## src/controlPkg.sv

```systemverilog
/*
 * Control package for the multicycle MIPS-like control unit.
 * Holds the opcode and function codes, the instruction classes,
 * the FSM state encoding and every datapath select encoding.
 */
package controlPkg;

	// opcodes
	localparam logic [5:0] opRType = 6'h00;
	localparam logic [5:0] opJ = 6'h02;
	localparam logic [5:0] opJal = 6'h03;
	localparam logic [5:0] opBeq = 6'h04;
	localparam logic [5:0] opBne = 6'h05;
	localparam logic [5:0] opBle = 6'h06;
	localparam logic [5:0] opBgt = 6'h07;
	localparam logic [5:0] opAddi = 6'h08;
	localparam logic [5:0] opAddiu = 6'h09;

	// R-type function codes
	localparam logic [5:0] fnSll = 6'h00;
	localparam logic [5:0] fnSrl = 6'h02;
	localparam logic [5:0] fnSra = 6'h03;
	localparam logic [5:0] fnSllv = 6'h04;
	localparam logic [5:0] fnSrav = 6'h07;
	localparam logic [5:0] fnJr = 6'h08;
	localparam logic [5:0] fnBreak = 6'h0d;
	localparam logic [5:0] fnAdd = 6'h20;
	localparam logic [5:0] fnSub = 6'h22;
	localparam logic [5:0] fnAnd = 6'h24;
	localparam logic [5:0] fnSlt = 6'h2a;

	localparam logic [1:0] aluAPc = 2'd0;
	localparam logic [1:0] aluARegA = 2'd1;
	localparam logic [1:0] aluAExcBase = 2'd3; // exception vector base

	localparam logic [2:0] aluBRegB = 3'd0;
	localparam logic [2:0] aluBFour = 3'd1;
	localparam logic [2:0] aluBSignImm = 3'd2;
	localparam logic [2:0] aluBBranchOff = 3'd3; // sign-extended and shifted by 2
	localparam logic [2:0] aluBZeroImm = 3'd4;

	localparam logic [2:0] aluLoad = 3'd0; // pass A through
	localparam logic [2:0] aluAdd = 3'd1;
	localparam logic [2:0] aluSub = 3'd2;
	localparam logic [2:0] aluAnd = 3'd3;
	localparam logic [2:0] aluCompare = 3'd7;

	localparam logic [2:0] dstRt = 3'd0;
	localparam logic [2:0] dstRd = 3'd1;
	localparam logic [2:0] dstRa = 3'd2;
	localparam logic [2:0] dstSp = 3'd3;

	localparam logic [2:0] wbAluOut = 3'd0;
	localparam logic [2:0] wbPc = 3'd1;
	localparam logic [2:0] wbShift = 3'd4;
	localparam logic [2:0] wbLess = 3'd6;
	localparam logic [2:0] wbStackTop = 3'd7; // initial stack pointer

	localparam logic [1:0] pcAluResult = 2'd0;
	localparam logic [1:0] pcAluOut = 2'd1;

	localparam logic [2:0] addrPc = 3'd0;
	localparam logic [2:0] addrCause = 3'd3;

	// shift register unit
	localparam logic [1:0] shInRegB = 2'd0;
	localparam logic [1:0] shInRegA = 2'd1;
	localparam logic [1:0] shAmtField = 2'd0;
	localparam logic [1:0] shAmtReg = 2'd1;
	localparam logic [2:0] shNone = 3'd0;
	localparam logic [2:0] shLoad = 3'd1;
	localparam logic [2:0] shLeft = 3'd2;
	localparam logic [2:0] shRightLogic = 3'd3;
	localparam logic [2:0] shRightArith = 3'd4;

	typedef enum logic [4:0] {
		clsAdd, clsSub, clsAnd, clsSlt, clsJr, clsBreak,
		clsAddi, clsAddiu, clsJ, clsJal,
		clsBeq, clsBne, clsBle, clsBgt,
		clsSll, clsSllv, clsSra, clsSrav, clsSrl,
		clsUnknown
	} instrClassT;

	typedef enum logic [6:0] {
		stReset, stFetch, stWait, stIrLoad, stDecode,
		stAluAdd, stAluSub, stAluAnd, stAluSlt, stAddi, stAddiu, stJr, stBreak,
		stWriteAluRd, stWriteImmRt, stWriteSltRd,
		stOverflow, stCauseLoad, stCauseJump,
		stJump, stJalLink, stJalWait1, stJalWait2, stWriteRa,
		stCompare, stBranch,
		stShLoadSll, stShLoadSllv, stShLoadSra, stShLoadSrav, stShLoadSrl,
		stShSll, stShSllv, stShSra, stShSrav, stShSrl, stWriteShiftRd
	} stateT;

endpackage

```

## src/controlOutputs.sv

```systemverilog
/*
 * Control output table.
 * Moore decode of the FSM state into every datapath control signal.
 * Anything a state does not set stays at its zero encoding.
 */
`timescale 1ns/10ps

module controlOutputs (
	input  controlPkg::stateT state,
	output logic [2:0] srcAddressMem,
	output logic writeMdr,
	output logic irWrite,
	output logic [2:0] regDst,
	output logic regWrite,
	output logic writeA,
	output logic writeB,
	output logic [1:0] aluSrcA,
	output logic [2:0] aluSrcB,
	output logic [2:0] aluOp,
	output logic writeAluOut,
	output logic epcWrite,
	output logic [1:0] pcSource,
	output logic pcWrite,
	output logic [2:0] memToReg,
	output logic [1:0] disRegEntry,
	output logic [1:0] disRegShamt,
	output logic [2:0] disRegOp
);
	import controlPkg::*;

	always_comb begin
		srcAddressMem = addrPc;
		writeMdr = 1'b0;
		irWrite = 1'b0;
		regDst = dstRt;
		regWrite = 1'b0;
		writeA = 1'b0;
		writeB = 1'b0;
		aluSrcA = aluAPc;
		aluSrcB = aluBRegB;
		aluOp = aluLoad;
		writeAluOut = 1'b0;
		epcWrite = 1'b0;
		pcSource = pcAluResult;
		pcWrite = 1'b0;
		memToReg = wbAluOut;
		disRegEntry = shInRegB;
		disRegShamt = shAmtField;
		disRegOp = shNone;

		case (state)
			stReset: begin // stack pointer init
				regWrite = 1'b1;
				regDst = dstSp;
				memToReg = wbStackTop;
			end
			stFetch: begin // pc + 4 while memory reads
				writeMdr = 1'b1;
				pcWrite = 1'b1;
				aluSrcB = aluBFour;
				aluOp = aluAdd;
			end
			stIrLoad: irWrite = 1'b1;
			stDecode: begin // branch target precomputed
				writeA = 1'b1;
				writeB = 1'b1;
				writeAluOut = 1'b1;
				aluSrcB = aluBBranchOff;
				aluOp = aluAdd;
			end
			stAluAdd, stAluSub, stAluAnd, stAluSlt: begin
				aluSrcA = aluARegA;
				aluSrcB = aluBRegB;
				writeAluOut = 1'b1;
				case (state)
					stAluAdd: aluOp = aluAdd;
					stAluSub: aluOp = aluSub;
					stAluAnd: aluOp = aluAnd;
					default: begin
						aluOp = aluCompare;
						regDst = dstRd;
					end
				endcase
			end
			stAddi, stAddiu: begin
				aluSrcA = aluARegA;
				aluSrcB = (state == stAddi) ? aluBSignImm : aluBZeroImm;
				aluOp = aluAdd;
				writeAluOut = 1'b1;
			end
			stJr: begin
				aluSrcA = aluARegA;
				aluSrcB = aluBRegB;
				aluOp = aluLoad;
				writeAluOut = 1'b1;
				pcWrite = 1'b1;
				pcSource = pcAluResult; // straight from the ALU
			end
			stBreak: begin // undo the fetch increment
				aluSrcA = aluAPc;
				aluSrcB = aluBFour;
				aluOp = aluSub;
				pcWrite = 1'b1;
			end
			stWriteAluRd: begin
				regWrite = 1'b1;
				regDst = dstRd;
				memToReg = wbAluOut;
			end
			stWriteImmRt: begin
				regWrite = 1'b1;
				regDst = dstRt;
				memToReg = wbAluOut;
			end
			stWriteSltRd: begin
				regWrite = 1'b1;
				regDst = dstRd;
				memToReg = wbLess;
			end
			stWriteShiftRd: begin
				regWrite = 1'b1;
				regDst = dstRd;
				memToReg = wbShift;
			end
			stWriteRa: begin
				regWrite = 1'b1;
				regDst = dstRa;
				memToReg = wbPc;
			end
			stOverflow: begin // epc gets pc - 4
				aluSrcB = aluBFour;
				aluOp = aluSub;
				writeAluOut = 1'b1;
				epcWrite = 1'b1;
			end
			stCauseLoad: begin
				srcAddressMem = addrCause;
				writeMdr = 1'b1;
				aluSrcA = aluAExcBase;
				writeAluOut = 1'b1;
			end
			stCauseJump, stJump, stBranch: begin
				pcWrite = 1'b1;
				pcSource = pcAluOut;
			end
			stCompare: begin
				aluSrcA = aluARegA;
				aluOp = aluCompare;
			end
			stJalLink: memToReg = wbPc;
			stJalWait2: writeMdr = 1'b1;
			stShLoadSll, stShLoadSra, stShLoadSrl: begin
				disRegOp = shLoad;
				disRegEntry = shInRegB;
			end
			stShLoadSllv, stShLoadSrav: begin
				disRegOp = shLoad;
				disRegEntry = shInRegA;
			end
			stShSll, stShSra, stShSrl: begin // amount from the shamt field
				disRegEntry = shInRegB;
				disRegShamt = shAmtField;
				case (state)
					stShSll: disRegOp = shLeft;
					stShSra: disRegOp = shRightArith;
					default: disRegOp = shRightLogic;
				endcase
			end
			stShSllv, stShSrav: begin
				disRegEntry = shInRegA;
				disRegShamt = shAmtReg;
				disRegOp = (state == stShSllv) ? shLeft : shRightArith;
			end
			default: begin
			end
		endcase
	end

endmodule

```

## src/controlSequencer.sv

```systemverilog
/*
 * Control sequencer.
 * Holds the FSM state and computes the next state from the decoded
 * class, the ALU overflow flag and the comparator flags.
 */
`timescale 1ns/10ps

module controlSequencer (
	input  logic clk,
	input  logic reset,
	input  controlPkg::instrClassT instrClass,
	input  logic overflow,
	input  logic eq,
	input  logic gt,
	output controlPkg::stateT state
);
	import controlPkg::*;

	stateT nextState;
	instrClassT latchedClass; // class seen at decode
	logic branchTaken;

	always_ff @(posedge clk or posedge reset) begin
		if (reset) begin
			state <= stReset;
		end else begin
			state <= nextState;
		end
	end

	// keeps the branch kind for the compare cycle
	always_ff @(posedge clk or posedge reset) begin
		if (reset) begin
			latchedClass <= clsUnknown;
		end else if (state == stDecode) begin
			latchedClass <= instrClass;
		end
	end

	always_comb begin
		case (latchedClass)
			clsBeq: branchTaken = eq;
			clsBne: branchTaken = !eq;
			clsBle: branchTaken = !gt;
			clsBgt: branchTaken = gt;
			default: branchTaken = 1'b0;
		endcase
	end

	always_comb begin
		nextState = stFetch; // terminal states return here
		case (state)
			stReset: nextState = stFetch;
			stFetch: nextState = stWait;
			stWait: nextState = stIrLoad;
			stIrLoad: nextState = stDecode;
			stDecode: begin
				case (instrClass)
					clsAdd: nextState = stAluAdd;
					clsSub: nextState = stAluSub;
					clsAnd: nextState = stAluAnd;
					clsSlt: nextState = stAluSlt;
					clsJr: nextState = stJr;
					clsBreak: nextState = stBreak;
					clsAddi: nextState = stAddi;
					clsAddiu: nextState = stAddiu;
					clsJ: nextState = stJump;
					clsJal: nextState = stJalLink;
					clsBeq, clsBne, clsBle, clsBgt: nextState = stCompare;
					clsSll: nextState = stShLoadSll;
					clsSllv: nextState = stShLoadSllv;
					clsSra: nextState = stShLoadSra;
					clsSrav: nextState = stShLoadSrav;
					clsSrl: nextState = stShLoadSrl;
					default: nextState = stFetch; // unknown code
				endcase
			end
			stAluAdd, stAluSub: nextState = overflow ? stOverflow : stWriteAluRd;
			stAddi, stAddiu: nextState = overflow ? stOverflow : stWriteImmRt;
			stAluAnd: nextState = stWriteAluRd;
			stAluSlt: nextState = stWriteSltRd;
			stCompare: nextState = branchTaken ? stBranch : stFetch;
			stOverflow: nextState = stCauseLoad;
			stCauseLoad: nextState = stCauseJump;
			// jal links first, then jumps
			stJalLink: nextState = stJalWait1;
			stJalWait1: nextState = stJalWait2;
			stJalWait2: nextState = stWriteRa;
			stWriteRa: nextState = stJump;
			stShLoadSll: nextState = stShSll;
			stShLoadSllv: nextState = stShSllv;
			stShLoadSra: nextState = stShSra;
			stShLoadSrav: nextState = stShSrav;
			stShLoadSrl: nextState = stShSrl;
			stShSll, stShSllv, stShSra, stShSrav, stShSrl: nextState = stWriteShiftRd;
			default: nextState = stFetch;
		endcase
	end

endmodule

```

## src/controlUnit.sv

```systemverilog
/*
 * Multicycle control unit, top level.
 * Connects the instruction decoder, the sequencer FSM and the
 * Moore output table.
 */
`timescale 1ns/10ps

module controlUnit (
	input  logic clk,
	input  logic reset,
	input  logic [5:0] opCode,
	input  logic [5:0] func,
	input  logic overflow,
	input  logic eq,
	input  logic gt,
	output logic [2:0] srcAddressMem,
	output logic writeMdr,
	output logic irWrite,
	output logic [2:0] regDst,
	output logic regWrite,
	output logic writeA,
	output logic writeB,
	output logic [1:0] aluSrcA,
	output logic [2:0] aluSrcB,
	output logic [2:0] aluOp,
	output logic writeAluOut,
	output logic epcWrite,
	output logic [1:0] pcSource,
	output logic pcWrite,
	output logic [2:0] memToReg,
	output logic [1:0] disRegEntry,
	output logic [1:0] disRegShamt,
	output logic [2:0] disRegOp
);
	import controlPkg::*;

	instrClassT instrClass;
	stateT state;

	instrDecoder decoder_i (
		.opCode(opCode),
		.func(func),
		.instrClass(instrClass)
	);

	controlSequencer sequencer_i (
		.clk(clk),
		.reset(reset),
		.instrClass(instrClass),
		.overflow(overflow),
		.eq(eq),
		.gt(gt),
		.state(state)
	);

	controlOutputs outputs_i (
		.state(state),
		.srcAddressMem(srcAddressMem),
		.writeMdr(writeMdr),
		.irWrite(irWrite),
		.regDst(regDst),
		.regWrite(regWrite),
		.writeA(writeA),
		.writeB(writeB),
		.aluSrcA(aluSrcA),
		.aluSrcB(aluSrcB),
		.aluOp(aluOp),
		.writeAluOut(writeAluOut),
		.epcWrite(epcWrite),
		.pcSource(pcSource),
		.pcWrite(pcWrite),
		.memToReg(memToReg),
		.disRegEntry(disRegEntry),
		.disRegShamt(disRegShamt),
		.disRegOp(disRegOp)
	);

endmodule

```

## src/instrDecoder.sv

```systemverilog
/*
 * Instruction decoder.
 * Maps the opcode, and for R-type the function code, onto an
 * instruction class. Codes outside the supported set give clsUnknown.
 */
`timescale 1ns/10ps

module instrDecoder (
	input  logic [5:0] opCode,
	input  logic [5:0] func,
	output controlPkg::instrClassT instrClass
);
	import controlPkg::*;

	always_comb begin
		instrClass = clsUnknown;
		case (opCode)
			opRType: begin
				case (func)
					fnAdd: instrClass = clsAdd;
					fnSub: instrClass = clsSub;
					fnAnd: instrClass = clsAnd;
					fnSlt: instrClass = clsSlt;
					fnJr: instrClass = clsJr;
					fnBreak: instrClass = clsBreak;
					fnSll: instrClass = clsSll;
					fnSllv: instrClass = clsSllv;
					fnSra: instrClass = clsSra;
					fnSrav: instrClass = clsSrav;
					fnSrl: instrClass = clsSrl;
					default: instrClass = clsUnknown; // unsupported function
				endcase
			end
			opAddi: instrClass = clsAddi;
			opAddiu: instrClass = clsAddiu;
			opJ: instrClass = clsJ;
			opJal: instrClass = clsJal;
			opBeq: instrClass = clsBeq;
			opBne: instrClass = clsBne;
			opBle: instrClass = clsBle;
			opBgt: instrClass = clsBgt;
			default: instrClass = clsUnknown;
		endcase
	end

endmodule

```

## config.mk

```make
export PLATFORM = sky130hd
export DESIGN_NAME = controlUnit
export DESIGN_NICKNAME = d
export VERILOG_FILES = /design/src/controlPkg.sv /design/src/controlOutputs.sv /design/src/controlSequencer.sv /design/src/controlUnit.sv /design/src/instrDecoder.sv
export SDC_FILE = /design/constraint.sdc
export NUM_CORES = 1
export LEC_CHECK = 0
export BUFFER_PORTS_ARGS = -buffer_cell sky130_fd_sc_hd__buf_2
export CAP_MARGIN = 20
export CORE_AREA = 2 2 73 75
export CTS_CLUSTER_SIZE = 24
export DETAILED_ROUTE_END_ITERATION = 10
export DIE_AREA = 0 0 75 77
export PLACE_DENSITY = 0.6
export SLEW_MARGIN = 25
export SYNTH_ARGS = -nofsm -noshare
export SYNTH_HDL_FRONTEND = slang
export SYNTH_SLANG_ARGS = --single-unit
```

## constraint.sdc

```tcl
create_clock -name clk -period 2.2 [get_ports clk]
set_input_delay 0 -clock clk [delete_from_list [all_inputs] [get_ports clk]]
set_output_delay 0 -clock clk [all_outputs]
set_load 0.02 [all_outputs]
```

==> key figures <==
Outcome
  • Status: finished, final reports clean

Logic synthesis
  • Yosys warns: 0
  • Flops & latches, synth: 11
  • Synth area leaders: dfrtp_1 (10%), nand2_1 (6.7%), o21ai_0 (5.5%)
  • Post-synth top area cell: dfrtp_1
  • Synth Area in Simple Gates: 33.6%
  • Synth cell types: 67
  • Synth Area in XOR/XNOR: 2.75%
  • Largest family of logic cells by synthesized area: simple AND/OR/NAND/NOR gates
  • Top cells by count, synth: nand2_1 (34), nor2_1 (27), o21ai_0 (21), a21oi_1 (15), clkbuf_1 (15)
  • Yosys top cell area share: 10.5%
  • Mux contribution to synthesized area: 3.27%
  • Cell with the most instances after synthesis: nand2_1
  • Sequential share of the synthesized area: 14.6%
  • Mean area per synthesized cell: 6.81 um^2
  • Post-Synth Adder-Cell Area: 3.27%
  • Synthesized area: 1910 um^2
  • EDFF count, synth: 0
  • Ys async rst share: 100%
  • Dominant synthesized flop cell: dfrtp_1
  • Cells after Synth: 281
  • Synth Area in Compound Gates: 31.8%

Place
  • Dpl cells: 384
  • DP Area: 2180 um^2
  • Placer Congestion: 0.858
  • PortBufs: 45
  • DP Wirelength: 3.89 mm

Route
  • DR WL/cell: 13.3 um
  • DRC errors left: 0
  • First-pass DRT Iterations: 4
  • Final ANT Viol Nets: 0
  • Starting DRT DRC Count: 185
  • Via count: 2093
  • Drt total wl: 5.16 mm
  • Via density: 5.38

Worst setup path
  • RR Startpoint: sequencer_i.state[4]
  • Startpoint types: register
  • Reg2Reg Depth: 7
  • R2R Path End: sequencer_i.state[0]
  • Critical Path Slowest Stage Cell: dfrtp_2
  • Flop2flop setup slack: 370 ps
  • CP max FO: 14
  • WP data arrival: 1970 ps
  • WP data required: 2200 ps
  • Critical path class: reg -> out
  • Worst path cell trace: buf_4, nor2b_1, o21bai_1, a221oi_1, a211oi_1, buf_2
  • Worst path max stage delay: 500 ps
  • CP Capture Type: primary output
  • Worst Path Buf+Inv: 2
  • Critical path's top delay family: flip-flops

STA
  • Rel. slew slack: 60.7%
  • Endpoints failing setup: 0
  • Hold Vio Cnt, Final: 0
  • Slew Limit Fails: 0
  • TNS Setup: 0 ps
  • Period utilization: 89.4%
  • Tmin final: 1970 ps
  • RSZ-0062 raised after global routing: no
  • Clock skew: 0.721 ps
  • F_max: 508 MHz
  • Tightest Pin Transition: 584 ps

Hold path
  • Startpoint of the worst hold path: overflow
  • Hold path endpoint: sequencer_i.state[4]
  • Min-delay worst type: in -> reg
  • Hold Path Depth: 3

Power
  • Pleak: 0.00105 uW
  • Pwr Density: 1260 nW/um^2
  • VDD IR max: 650 uV

Floorplan
  • Core Rows: 26
  • Core area: 4980 um^2
  • Die area: 5780 um^2
  • Die Ht: 77 um
  • IO Count: 51
  • Initial Utilization: 38.5%
  • Die width: 75 um

CTS
  • Htree depth: 1
  • Worst skew pair latency: 240 ps
  • CTS Buffer Depth: 2
  • Worst-path clk slew: 50 ps
  • Root buffer cell: clkbuf_8
  • CTS buffer count: 3
  • Post-CTS Setup Bufs: 0
  • CTS tree: built
  • Clock sink count: 11

Global route
  • Vias in the first global route: 1861
  • Total gr overflow: 0
  • Initial antenna violation count: 0
  • Largest net degree at the start of global routing: 33
  • All-Layer GR Usage: 18.6%
  • Global-route wire length before repair: 8.77 mm

Finish
  • Util after Layout: 45.0%
  • Final Cell Area: 2240 um^2
  • Antenna diodes: 0
  • Layout area overhead: 16.9%
  • Nets: 342
  • Fin cells: 389
  • Share of layout cells above drive strength 1: 27.3%

Run
  • Max cap viols: 0
## area by class of cell
type,count,area (um^2)
timing repair buffer,62,355
tap,70,87.6
inverter,6,22.5
fill,540,2740
multi-input combinational,236,1450
clock buffer,4,45.0
sequential,11,280
## how the worst max path moves through the flow
stage	start	endpoint	slack, ps	cells past startpoint
2_1_floorplan	sequencer_i.state[4]	sequencer_i.state[1]	190	7
3_3_place_gp	opCode[1]	sequencer_i.state[3]	150	11
3_5_place_dp	opCode[1]	sequencer_i.state[3]	70	11
4_1_cts	sequencer_i.state[2]	aluSrcA[0]	130	6
5_1_grt	opCode[1]	sequencer_i.state[3]	50	11
6_report	sequencer_i.state[2]	aluSrcA[0]	230	6
## placed cells by master, fill, tap and decap left out, drive strengths merged, types with 8 or more instances in the layout
cell and count:
o22ai 9, dfrtp 8, nand2b 8, nor2b 11
nand2 34, buf 61, a21oi 15, o21ai 22
nor3 12, nor2 27
## tightest hold or removal path, cell delays in order
cell and delay, ps:
buf_2 140, a32oi_1 120, o211ai_1 80
## cell families after synthesis
family | Yosys count
simple gates | 124
compound gates | 90
buf+inv | 38
flops | 11
xor+xnor | 6
mux | 6
fa+ha+maj | 5
other cells | 1
## timing repair
action,in CTS,in global routing
gates resized for setup,0,1
hold buffers,1,0
setup endpoints to repair,0,2
endpoints found under the hold margin,8,0
## per-stage QoR
step           total power, uW  hold slack [ps]  setup slack (ps)
4_1_cts                   2830              147               130
3_5_place_dp              2610             18.8              73.1
5_1_grt                   3120              181              52.1
2_1_floorplan             2030             -150               195
3_3_place_gp              2610             14.4               145
6_report                  2830              150               233
## metal layers
metal	vias up	GRT usage, %	wire (um)
met3	4	2.76	303
li1	1091	-	-
met1	932	26.0	2320
met2	66	30.3	2500
met5	-	0	0
met4	0	3.04	27
## power by group
part | switching (uW) | internal [uW] | leakage (uW)
clock network | 73.2 | 127 | 0.0000228
registers | 80.0 | 316 | 0.000134
logic | 1370 | 862 | 0.000891
total | 1520 | 1310 | 0.00105
## sequential cells by signal, indices dropped and copies added (netlist names)
signal,count
sequencer_i.state,6
sequencer_i.latchedClass,5
Power figures use the tool's default switching activity.
